[config.mk]
export PLATFORM = sky130hd
export DESIGN_NAME = tage_predictor
export DESIGN_NICKNAME = d
export VERILOG_FILES = /design/src/tage_pkg.sv /design/src/base_table.sv /design/src/branch_history.sv /design/src/pred_select.sv /design/src/tage_predictor.sv /design/src/tagged_table.sv /design/src/update_ctrl.sv
export SDC_FILE = /design/constraint.sdc
export NUM_CORES = 2
export LEC_CHECK = 0
export BUFFER_PORTS_ARGS = -buffer_cell sky130_fd_sc_hd__buf_4
export CAP_MARGIN = 20
export CORE_AREA = 2 2 348 488
export DETAILED_ROUTE_END_ITERATION = 8
export DIE_AREA = 0 0 350 490
export SYNTH_ARGS = -nofsm -noshare
export SYNTH_HDL_FRONTEND = slang
export SYNTH_HIERARCHICAL = 1
export SYNTH_SLANG_ARGS = --single-unit
[constraint.sdc]
create_clock -name clk -period 3.6 [get_ports clk]
set_input_delay 0.18 -clock clk [delete_from_list [all_inputs] [get_ports clk]]
set_output_delay 0.18 -clock clk [all_outputs]
set_load 0.02 [all_outputs]
[src/tage_pkg.sv]
package tage_pkg;

	// address and immediate width
	localparam int PC_W       = 32;
	localparam int NUM_TABLES = 4;

	// base table, 64 entries indexed by pc[7:2]
	localparam int BASE_IDX_W = 6;

	// tagged tables, 32 entries each
	localparam int TAG_IDX_W  = 5;
	localparam int TAG_W      = 6;

	// global history and per-table lengths, geometric
	localparam int HIST_LEN   = 32;
	localparam int TABLE_HIST [NUM_TABLES] = '{4, 8, 16, 32};

	typedef enum logic [5:0] {
		OP_NOP = 6'b000000,
		OP_BEQ = 6'b001011,
		OP_BLT = 6'b001100,
		OP_BGE = 6'b001101,
		OP_JAL = 6'b001110
	} op_e;

	typedef enum logic [2:0] {
		PROV_BASE = 3'd0,
		PROV_T1   = 3'd1,
		PROV_T2   = 3'd2,
		PROV_T3   = 3'd3,
		PROV_T4   = 3'd4
	} prov_e;

	typedef struct packed {
		op_e              op;
		logic [PC_W-1:0]  pc;
		logic [PC_W-1:0]  imm;
	} lookup_t;

	typedef struct packed {
		logic valid;
		logic taken;
	} resolve_t;

	typedef struct packed {
		logic             is_branch;
		logic             taken;
		logic [PC_W-1:0]  target;
	} pred_t;

	typedef struct packed {
		logic [TAG_IDX_W-1:0] idx;
		logic [TAG_W-1:0]     tag;
	} fold_t;

	typedef struct packed {
		logic             valid;
		logic [TAG_W-1:0] tag;
		logic [2:0]       ctr;
	} tag_entry_t;

	// lookup result, also kept in the branch record
	typedef struct packed {
		logic                 hit;
		logic [2:0]           ctr;
		logic [TAG_IDX_W-1:0] idx;
		logic [TAG_W-1:0]     tag;
	} tag_rd_t;

	typedef struct packed {
		logic                 en;
		logic [TAG_IDX_W-1:0] idx;
		tag_entry_t           entry;
	} tag_wr_t;

	typedef struct packed {
		logic                  en;
		logic [BASE_IDX_W-1:0] idx;
		logic [1:0]            ctr;
	} base_wr_t;

	typedef struct packed {
		logic                           valid;
		logic [BASE_IDX_W-1:0]          base_idx;
		logic [1:0]                     base_ctr;
		tag_rd_t [NUM_TABLES-1:0]       rd;
		prov_e                          provider;
		logic                           pred_taken;
	} branch_rec_t;

endpackage

[src/base_table.sv]
`timescale 1ns/1ps

module base_table #(
	parameter logic [1:0] BASE_INIT = 2'd2
) (
	input  logic                              clk,
	input  logic                              rst_n,
	input  logic [tage_pkg::BASE_IDX_W-1:0]   i_idx,
	output logic [1:0]                        o_ctr,
	input  tage_pkg::base_wr_t                i_wr
);
	import tage_pkg::*;

	localparam int DEPTH = 1 << BASE_IDX_W;

	logic [1:0] ctr_mem [DEPTH];

	// weakly taken after reset by default
	always_ff @(posedge clk or negedge rst_n) begin
		if (!rst_n) begin
			for (int i = 0; i < DEPTH; i++) begin
				ctr_mem[i] <= BASE_INIT;
			end
		end else if (i_wr.en) begin
			ctr_mem[i_wr.idx] <= i_wr.ctr;
		end
	end

	// combinational read
	assign o_ctr = ctr_mem[i_idx];

endmodule

[src/branch_history.sv]
`timescale 1ns/1ps

module branch_history (
	input  logic                                       clk,
	input  logic                                       rst_n,
	input  tage_pkg::resolve_t                         i_resolve,
	output tage_pkg::fold_t [tage_pkg::NUM_TABLES-1:0] o_fold
);
	import tage_pkg::*;

	logic [HIST_LEN-1:0] hist;

	// newest outcome in bit 0
	always_ff @(posedge clk or negedge rst_n) begin
		if (!rst_n) begin
			hist <= '0;
		end else if (i_resolve.valid) begin
			hist <= {hist[HIST_LEN-2:0], i_resolve.taken};
		end
	end

	for (genvar g = 0; g < NUM_TABLES; g++) begin : g_fold
		localparam int LEN     = TABLE_HIST[g];
		localparam int IDX_POS = LEN % TAG_IDX_W;
		localparam int TAG_POS = LEN % TAG_W;

		logic [TAG_IDX_W-1:0] idx_fold;
		logic [TAG_W-1:0]     tag_fold;
		logic [TAG_IDX_W-1:0] idx_rot;
		logic [TAG_W-1:0]     tag_rot;

		assign idx_rot = {idx_fold[TAG_IDX_W-2:0], idx_fold[TAG_IDX_W-1]};
		assign tag_rot = {tag_fold[TAG_W-2:0], tag_fold[TAG_W-1]};

		// rotate, add the new bit, cancel the bit that falls off this table's window
		always_ff @(posedge clk or negedge rst_n) begin
			if (!rst_n) begin
				idx_fold <= '0;
				tag_fold <= '0;
			end else if (i_resolve.valid) begin
				idx_fold <= idx_rot ^ TAG_IDX_W'(i_resolve.taken)
					^ (TAG_IDX_W'(hist[LEN-1]) << IDX_POS);
				tag_fold <= tag_rot ^ TAG_W'(i_resolve.taken)
					^ (TAG_W'(hist[LEN-1]) << TAG_POS);
			end
		end

		assign o_fold[g] = '{idx: idx_fold, tag: tag_fold};
	end

	// history and every fold only move on a resolve
	a_hist_hold: assert property (@(posedge clk) disable iff (!rst_n)
		!i_resolve.valid |=> $stable({hist, o_fold}));

endmodule

[src/pred_select.sv]
`timescale 1ns/1ps

module pred_select (
	input  logic                                         clk,
	input  logic                                         rst_n,
	input  tage_pkg::lookup_t                            i_lookup,
	input  logic [1:0]                                   i_base_ctr,
	input  tage_pkg::tag_rd_t [tage_pkg::NUM_TABLES-1:0] i_rd,
	output tage_pkg::pred_t                              o_pred,
	output tage_pkg::branch_rec_t                        o_rec
);
	import tage_pkg::*;

	logic                  is_branch;
	prov_e                 provider;
	logic                  prov_taken;
	logic                  taken;
	branch_rec_t           rec;

	// only conditional branches are predicted, JAL falls through here
	always_comb begin
		case (i_lookup.op)
			OP_BEQ, OP_BLT, OP_BGE: is_branch = 1'b1;
			default:                is_branch = 1'b0;
		endcase
	end

	// longest hitting table wins, base otherwise
	always_comb begin
		provider   = PROV_BASE;
		prov_taken = i_base_ctr[1];
		for (int t = 0; t < NUM_TABLES; t++) begin
			if (i_rd[t].hit) begin
				provider   = prov_e'(t + 1);
				prov_taken = i_rd[t].ctr[2];
			end
		end
	end

	assign taken = is_branch && prov_taken;

	assign o_pred = '{
		is_branch: is_branch,
		taken:     taken,
		target:    taken ? i_lookup.pc + i_lookup.imm : i_lookup.pc
	};

	// snapshot of the lookup, consumed by the next resolve
	always_ff @(posedge clk or negedge rst_n) begin
		if (!rst_n) begin
			rec <= '0;
		end else if (is_branch) begin
			rec.valid      <= 1'b1;
			rec.base_idx   <= i_lookup.pc[BASE_IDX_W+1:2];
			rec.base_ctr   <= i_base_ctr;
			rec.rd         <= i_rd;
			rec.provider   <= provider;
			rec.pred_taken <= prov_taken;
		end
	end

	assign o_rec = rec;

endmodule

[src/tage_predictor.sv]
`timescale 1ns/1ps

module tage_predictor #(
	parameter logic [1:0] BASE_INIT = 2'd2
) (
	input  logic                clk,
	input  logic                rst_n,
	input  tage_pkg::lookup_t   i_lookup,
	input  tage_pkg::resolve_t  i_resolve,
	output tage_pkg::pred_t     o_pred
);
	import tage_pkg::*;

	fold_t   [NUM_TABLES-1:0] fold;
	tag_rd_t [NUM_TABLES-1:0] tag_rd;
	tag_wr_t [NUM_TABLES-1:0] tag_wr;
	logic    [1:0]            base_ctr;
	base_wr_t                 base_wr;
	branch_rec_t              rec;

	branch_history u_history (
		.clk       (clk),
		.rst_n     (rst_n),
		.i_resolve (i_resolve),
		.o_fold    (fold)
	);

	base_table #(
		.BASE_INIT (BASE_INIT)
	) u_base (
		.clk   (clk),
		.rst_n (rst_n),
		.i_idx (i_lookup.pc[BASE_IDX_W+1:2]),
		.o_ctr (base_ctr),
		.i_wr  (base_wr)
	);

	// T1..T4, shortest history first
	for (genvar t = 0; t < NUM_TABLES; t++) begin : g_table
		tagged_table u_table (
			.clk    (clk),
			.rst_n  (rst_n),
			.i_pc   (i_lookup.pc),
			.i_fold (fold[t]),
			.o_rd   (tag_rd[t]),
			.i_wr   (tag_wr[t])
		);
	end

	pred_select u_select (
		.clk        (clk),
		.rst_n      (rst_n),
		.i_lookup   (i_lookup),
		.i_base_ctr (base_ctr),
		.i_rd       (tag_rd),
		.o_pred     (o_pred),
		.o_rec      (rec)
	);

	update_ctrl u_update (
		.i_rec     (rec),
		.i_resolve (i_resolve),
		.o_base_wr (base_wr),
		.o_tag_wr  (tag_wr)
	);

endmodule

[src/tagged_table.sv]
`timescale 1ns/1ps

module tagged_table (
	input  logic                        clk,
	input  logic                        rst_n,
	input  logic [tage_pkg::PC_W-1:0]   i_pc,
	input  tage_pkg::fold_t             i_fold,
	output tage_pkg::tag_rd_t           o_rd,
	input  tage_pkg::tag_wr_t           i_wr
);
	import tage_pkg::*;

	localparam int DEPTH = 1 << TAG_IDX_W;

	tag_entry_t           entry_mem [DEPTH];
	tag_entry_t           entry;
	logic [TAG_IDX_W-1:0] idx;
	logic [TAG_W-1:0]     tag;
	logic                 hit;

	// word-aligned pc hashed with the folded history
	assign idx = i_pc[TAG_IDX_W+1:2] ^ i_fold.idx;
	assign tag = i_pc[TAG_W+1:2] ^ i_fold.tag;

	assign entry = entry_mem[idx];

	// valid bit keeps a zero tag from matching after reset
	assign hit = entry.valid && (entry.tag == tag);

	assign o_rd = '{
		hit: hit,
		ctr: entry.ctr,
		idx: idx,
		tag: tag
	};

	// entries start invalid at the weak taken midpoint
	always_ff @(posedge clk or negedge rst_n) begin
		if (!rst_n) begin
			for (int i = 0; i < DEPTH; i++) begin
				entry_mem[i] <= '{valid: 1'b0, tag: '0, ctr: 3'd4};
			end
		end else if (i_wr.en) begin
			entry_mem[i_wr.idx] <= i_wr.entry;
		end
	end

endmodule

[src/update_ctrl.sv]
`timescale 1ns/1ps

module update_ctrl (
	input  tage_pkg::branch_rec_t                        i_rec,
	input  tage_pkg::resolve_t                           i_resolve,
	output tage_pkg::base_wr_t                           o_base_wr,
	output tage_pkg::tag_wr_t [tage_pkg::NUM_TABLES-1:0] o_tag_wr
);
	import tage_pkg::*;

	logic                  fire;
	logic                  mispred;
	logic [1:0]            base_next;
	logic [NUM_TABLES-1:0] alloc_vec;
	logic [NUM_TABLES-1:0] wr_vec;

	// one saturating step toward the outcome
	function automatic logic [2:0] sat_step(
		input logic [2:0] ctr,
		input logic [2:0] max,
		input logic       up
	);
		if (up) begin
			return (ctr == max) ? ctr : ctr + 3'd1;
		end
		return (ctr == 3'd0) ? ctr : ctr - 3'd1;
	endfunction

	assign fire    = i_resolve.valid && i_rec.valid;
	assign mispred = fire && (i_rec.pred_taken != i_resolve.taken);

	assign base_next = 2'(sat_step({1'b0, i_rec.base_ctr}, 3'd3, i_resolve.taken));

	assign o_base_wr = '{
		en:  fire && (i_rec.provider == PROV_BASE),
		idx: i_rec.base_idx,
		ctr: base_next
	};

	// train the provider, or allocate one table above it on a miss
	always_comb begin
		for (int t = 0; t < NUM_TABLES; t++) begin
			alloc_vec[t]             = mispred && (i_rec.provider == prov_e'(t));
			o_tag_wr[t].en           = 1'b0;
			o_tag_wr[t].idx          = i_rec.rd[t].idx;
			o_tag_wr[t].entry.valid  = 1'b1;
			o_tag_wr[t].entry.tag    = i_rec.rd[t].tag;
			o_tag_wr[t].entry.ctr    = sat_step(i_rec.rd[t].ctr, 3'd7, i_resolve.taken);
			if (fire && (i_rec.provider == prov_e'(t + 1))) begin
				o_tag_wr[t].en = 1'b1;
			end else if (alloc_vec[t]) begin
				o_tag_wr[t].en        = 1'b1;
				o_tag_wr[t].entry.ctr = i_resolve.taken ? 3'd4 : 3'd3;
			end
			wr_vec[t] = o_tag_wr[t].en;
		end
	end

	// a T4 provider has nowhere to allocate, so at most one table gets a new entry
	always_comb begin
		a_one_alloc: assert final ($onehot0(alloc_vec))
			else $error("update_ctrl: more than one allocation 0x%0h", alloc_vec);
	end

	// table writes come only from a resolve that has a recorded branch behind it
	always_comb begin
		a_wr_needs_rec: assert final (!(|wr_vec || o_base_wr.en) || fire)
			else $error("update_ctrl: write without valid record");
	end

endmodule
==> out/metrics.yaml <==
status:
  status: "finished, violations left"
  violations: "negative setup slack"
worst_setup_path:
  path_delay_family: "buffers and inverters"
  critPathMaxFanout: 13
  cp.arrival_ns: 5.22
  path_cells: "xnor2_4 > clkinv_4 > buf_4 > buf_12 > mux4_2 > nand3_2 > nand4_1 > or3_4 > xor2_2 > nor4_4 > buf_4 > mux2i_4 > nor2_4 > a21oi_4 > o21ai_2 > o211ai_1 > buf_4 > buf_8 > buf_6 > nor3_2 > a21oi_1 > nand3_1 > buf_6"
  critical_path_buf_inv_count: 8
  crit_type: "flop to primary output"
  required_ns: 3.42
  r2r_setup_slack_ns: -0.74
  cp_common_cell: "buf_4"
  slowest_delay_ns: 0.47
  slowest_stage: "mux4_2"
  crit_path_end_kind: "primary output"
  startpoint_type: "flop"
cts:
  htree_num_levels: 4
  cts_tree: "built"
  clk_pin_slew_ns: 0.06
  numClockSinks: 1553
  cts_made_buffers: 153
  cts-root-buf: "clkbuf_16"
  clockBufferDepth: 3
  clock_insertion_delay_worst_skew_ns: 0.81
sta:
  hold_viol_final: 0
  period_share: 1.50
  final.min_clock_period_ns: 5.40
  fin_skew_ns: 0.0277
  rsz0062_at_grt: "yes"
  slew_viol_final: 0
  tightest_slew_ns: 1.08
  fmax_mhz: 185
  setup_viol: 34
  timing.final.ws_setup_ns: -1.80
  tns_ns: -57.92
  relSlewSlack: 0.278
die:
  boundaryPins: 108
  initial_core_util: 0.447
  dieArea_um2: 172000
  die_width_um: 350
  row_count: 178
  core_region_area_um2: 167000
  fp.dieH_um: 490
global_route:
  grt.total_usage: 0.240
  grt_pass1_vias: 49100
  grt_max_degree: 126
  antenna_found_initial: 4
  grt_pass1_wl_mm: 312
  grt_overflow: 0
routing:
  firstDrtPassIters: 7
  route.detailed.wl_per_inst_um: 25.1
  drt-initial-drc-count: 3276
  drt-vias-per-instance: 5.70
  routed_wl_mm: 203
  dr_total_vias: 46200
  ant_nets: 0
  drc: 0
final_layout:
  nNetsFinal: 5845
  drive_gt1_frac: 0.532
  synthToLayoutAreaGrowth_pct: 17.1
flow_run:
  maxCapViolCount: 0
place:
  port-buffer-count: 107
  place_hpwl_mm: 141
  place_congestion: 0.903
power_and_ir_drop:
  vdd_ir_drop_max_mv: 0.416
  power_density_nw_per_um2: 634
  leakagePower_nw: 40.9
  power_mw: 55.5
yosys:
  yosysWarnings: 6
  syn-cell-area_um2: 74700
  syn_avg_cell_area_um2: 14.2
  syn_inst: 5269
worst_hold_path:
  hold_class: "input pin to flop"
## through the flow
stage               worst slack, ns   util  instances  area, µm²  hold slack, ns
floorplan                    -0.389      -       5272      74900          -0.116
global placement              -1.79  0.485       7775      81100           0.178
detailed placement            -1.74  0.486       7783      81300           0.182
CTS                           -1.92  0.519       8084      86900          0.0113
global route                  -2.02  0.523       8106      87500          0.0740
finish                        -1.80  0.523       8106      87500          0.0672
## worst min-delay path: stages
cell	delay, ns
buf_4	0.18
a211oi_1	0.07
nand3_1	0.08
o21ai_1	0.06
mux2_2	0.26
## registers in the layout (all words and copies together), names as in the netlist
register / count
g_table.u_table/entry_mem: 1280
u_base/ctr_mem: 128
u_select/o_rec: 69
u_history/hist: 32
u_history/g_fold.tag_fold: 24
u_history/g_fold.idx_fold: 20
## timing repair
item	4_1_cts	5_1_grt
buffers inserted	6	11
pin swaps	13	32
gates cloned	2	2
hold buffers	8	0
resized for setup	35	61
setup endpoints to repair	36	36
endpoints found under the hold margin	387	0
## final cells by class
cell class	count	area (µm²)
sequential	1553	39100
clock buffer	229	4450
multi-input combinational	3299	34100
timing repair inverter	1	8.76
inverter	54	230
timing repair buffer	661	5990
tap	2250	2820
fill	14200	79800
antenna	1	2.50
clock inverter	58	797
## per-layer routing
layer / GRT usage / vias to the layer above / wire length (µm)
met2: 0.417 / 1039 / 105000
met1: 0.302 / 24500 / 83500
met5: 0 / - / 0
li1: - / 20200 / -
met4: 0.0937 / 0 / 8280
met3: 0.0306 / 374 / 7150
## final timing paths
kind | from | to | cells past startpoint
max in group asynchronous | rst_n | g_table[3].u_table/entry_mem[197]$_DFFE_PN0P_ | 4
worst min register to register | g_table[1].u_table/entry_mem[263]$_DFFE_PN0P_ | g_table[1].u_table/entry_mem[263]$_DFFE_PN0P_ | 1
worst max-delay path | u_history/g_fold[0].idx_fold[0]$_DFFE_PN0P_ | o_pred[29] | 23
min in group asynchronous | rst_n | g_table[3].u_table/entry_mem[237]$_DFFE_PN0P_ | 3
worst min-delay path | i_lookup[39] | u_select/o_rec[64]$_DFFE_PN0P_ | 5
worst max register to register | u_history/g_fold[0].idx_fold[0]$_DFFE_PN0P_ | u_select/o_rec[0]$_DFFE_PN0P_ | 21
## where the power goes
group	switching [mW]	internal, mW	total, mW
Combinational	8.95	8.15	17.1
Clock	7.09	9.64	16.7
Sequential	1.99	19.6	21.6
Total	18.0	37.4	55.5
## placed cells by master (no fill, tap or decap), drive strengths merged, types with 14 or more instances in the layout
master and instances:
buf 651, nor2 189, a32oi 42, clkbuf 231, nor3b 17, mux4 324
inv 58, a21o 17, nand4 31, clkinv 34, and3 32, mux2 1546
bufinv 14, a31oi 16, nand3b 18, dfrtp 1361, xnor2 66, ha 47
mux2i 55, dfstp 192, o21ai 63, a21oi 78, nand2 402, xor2 46
nand3 107, nor3 15
Power figures use the tool's default switching activity.
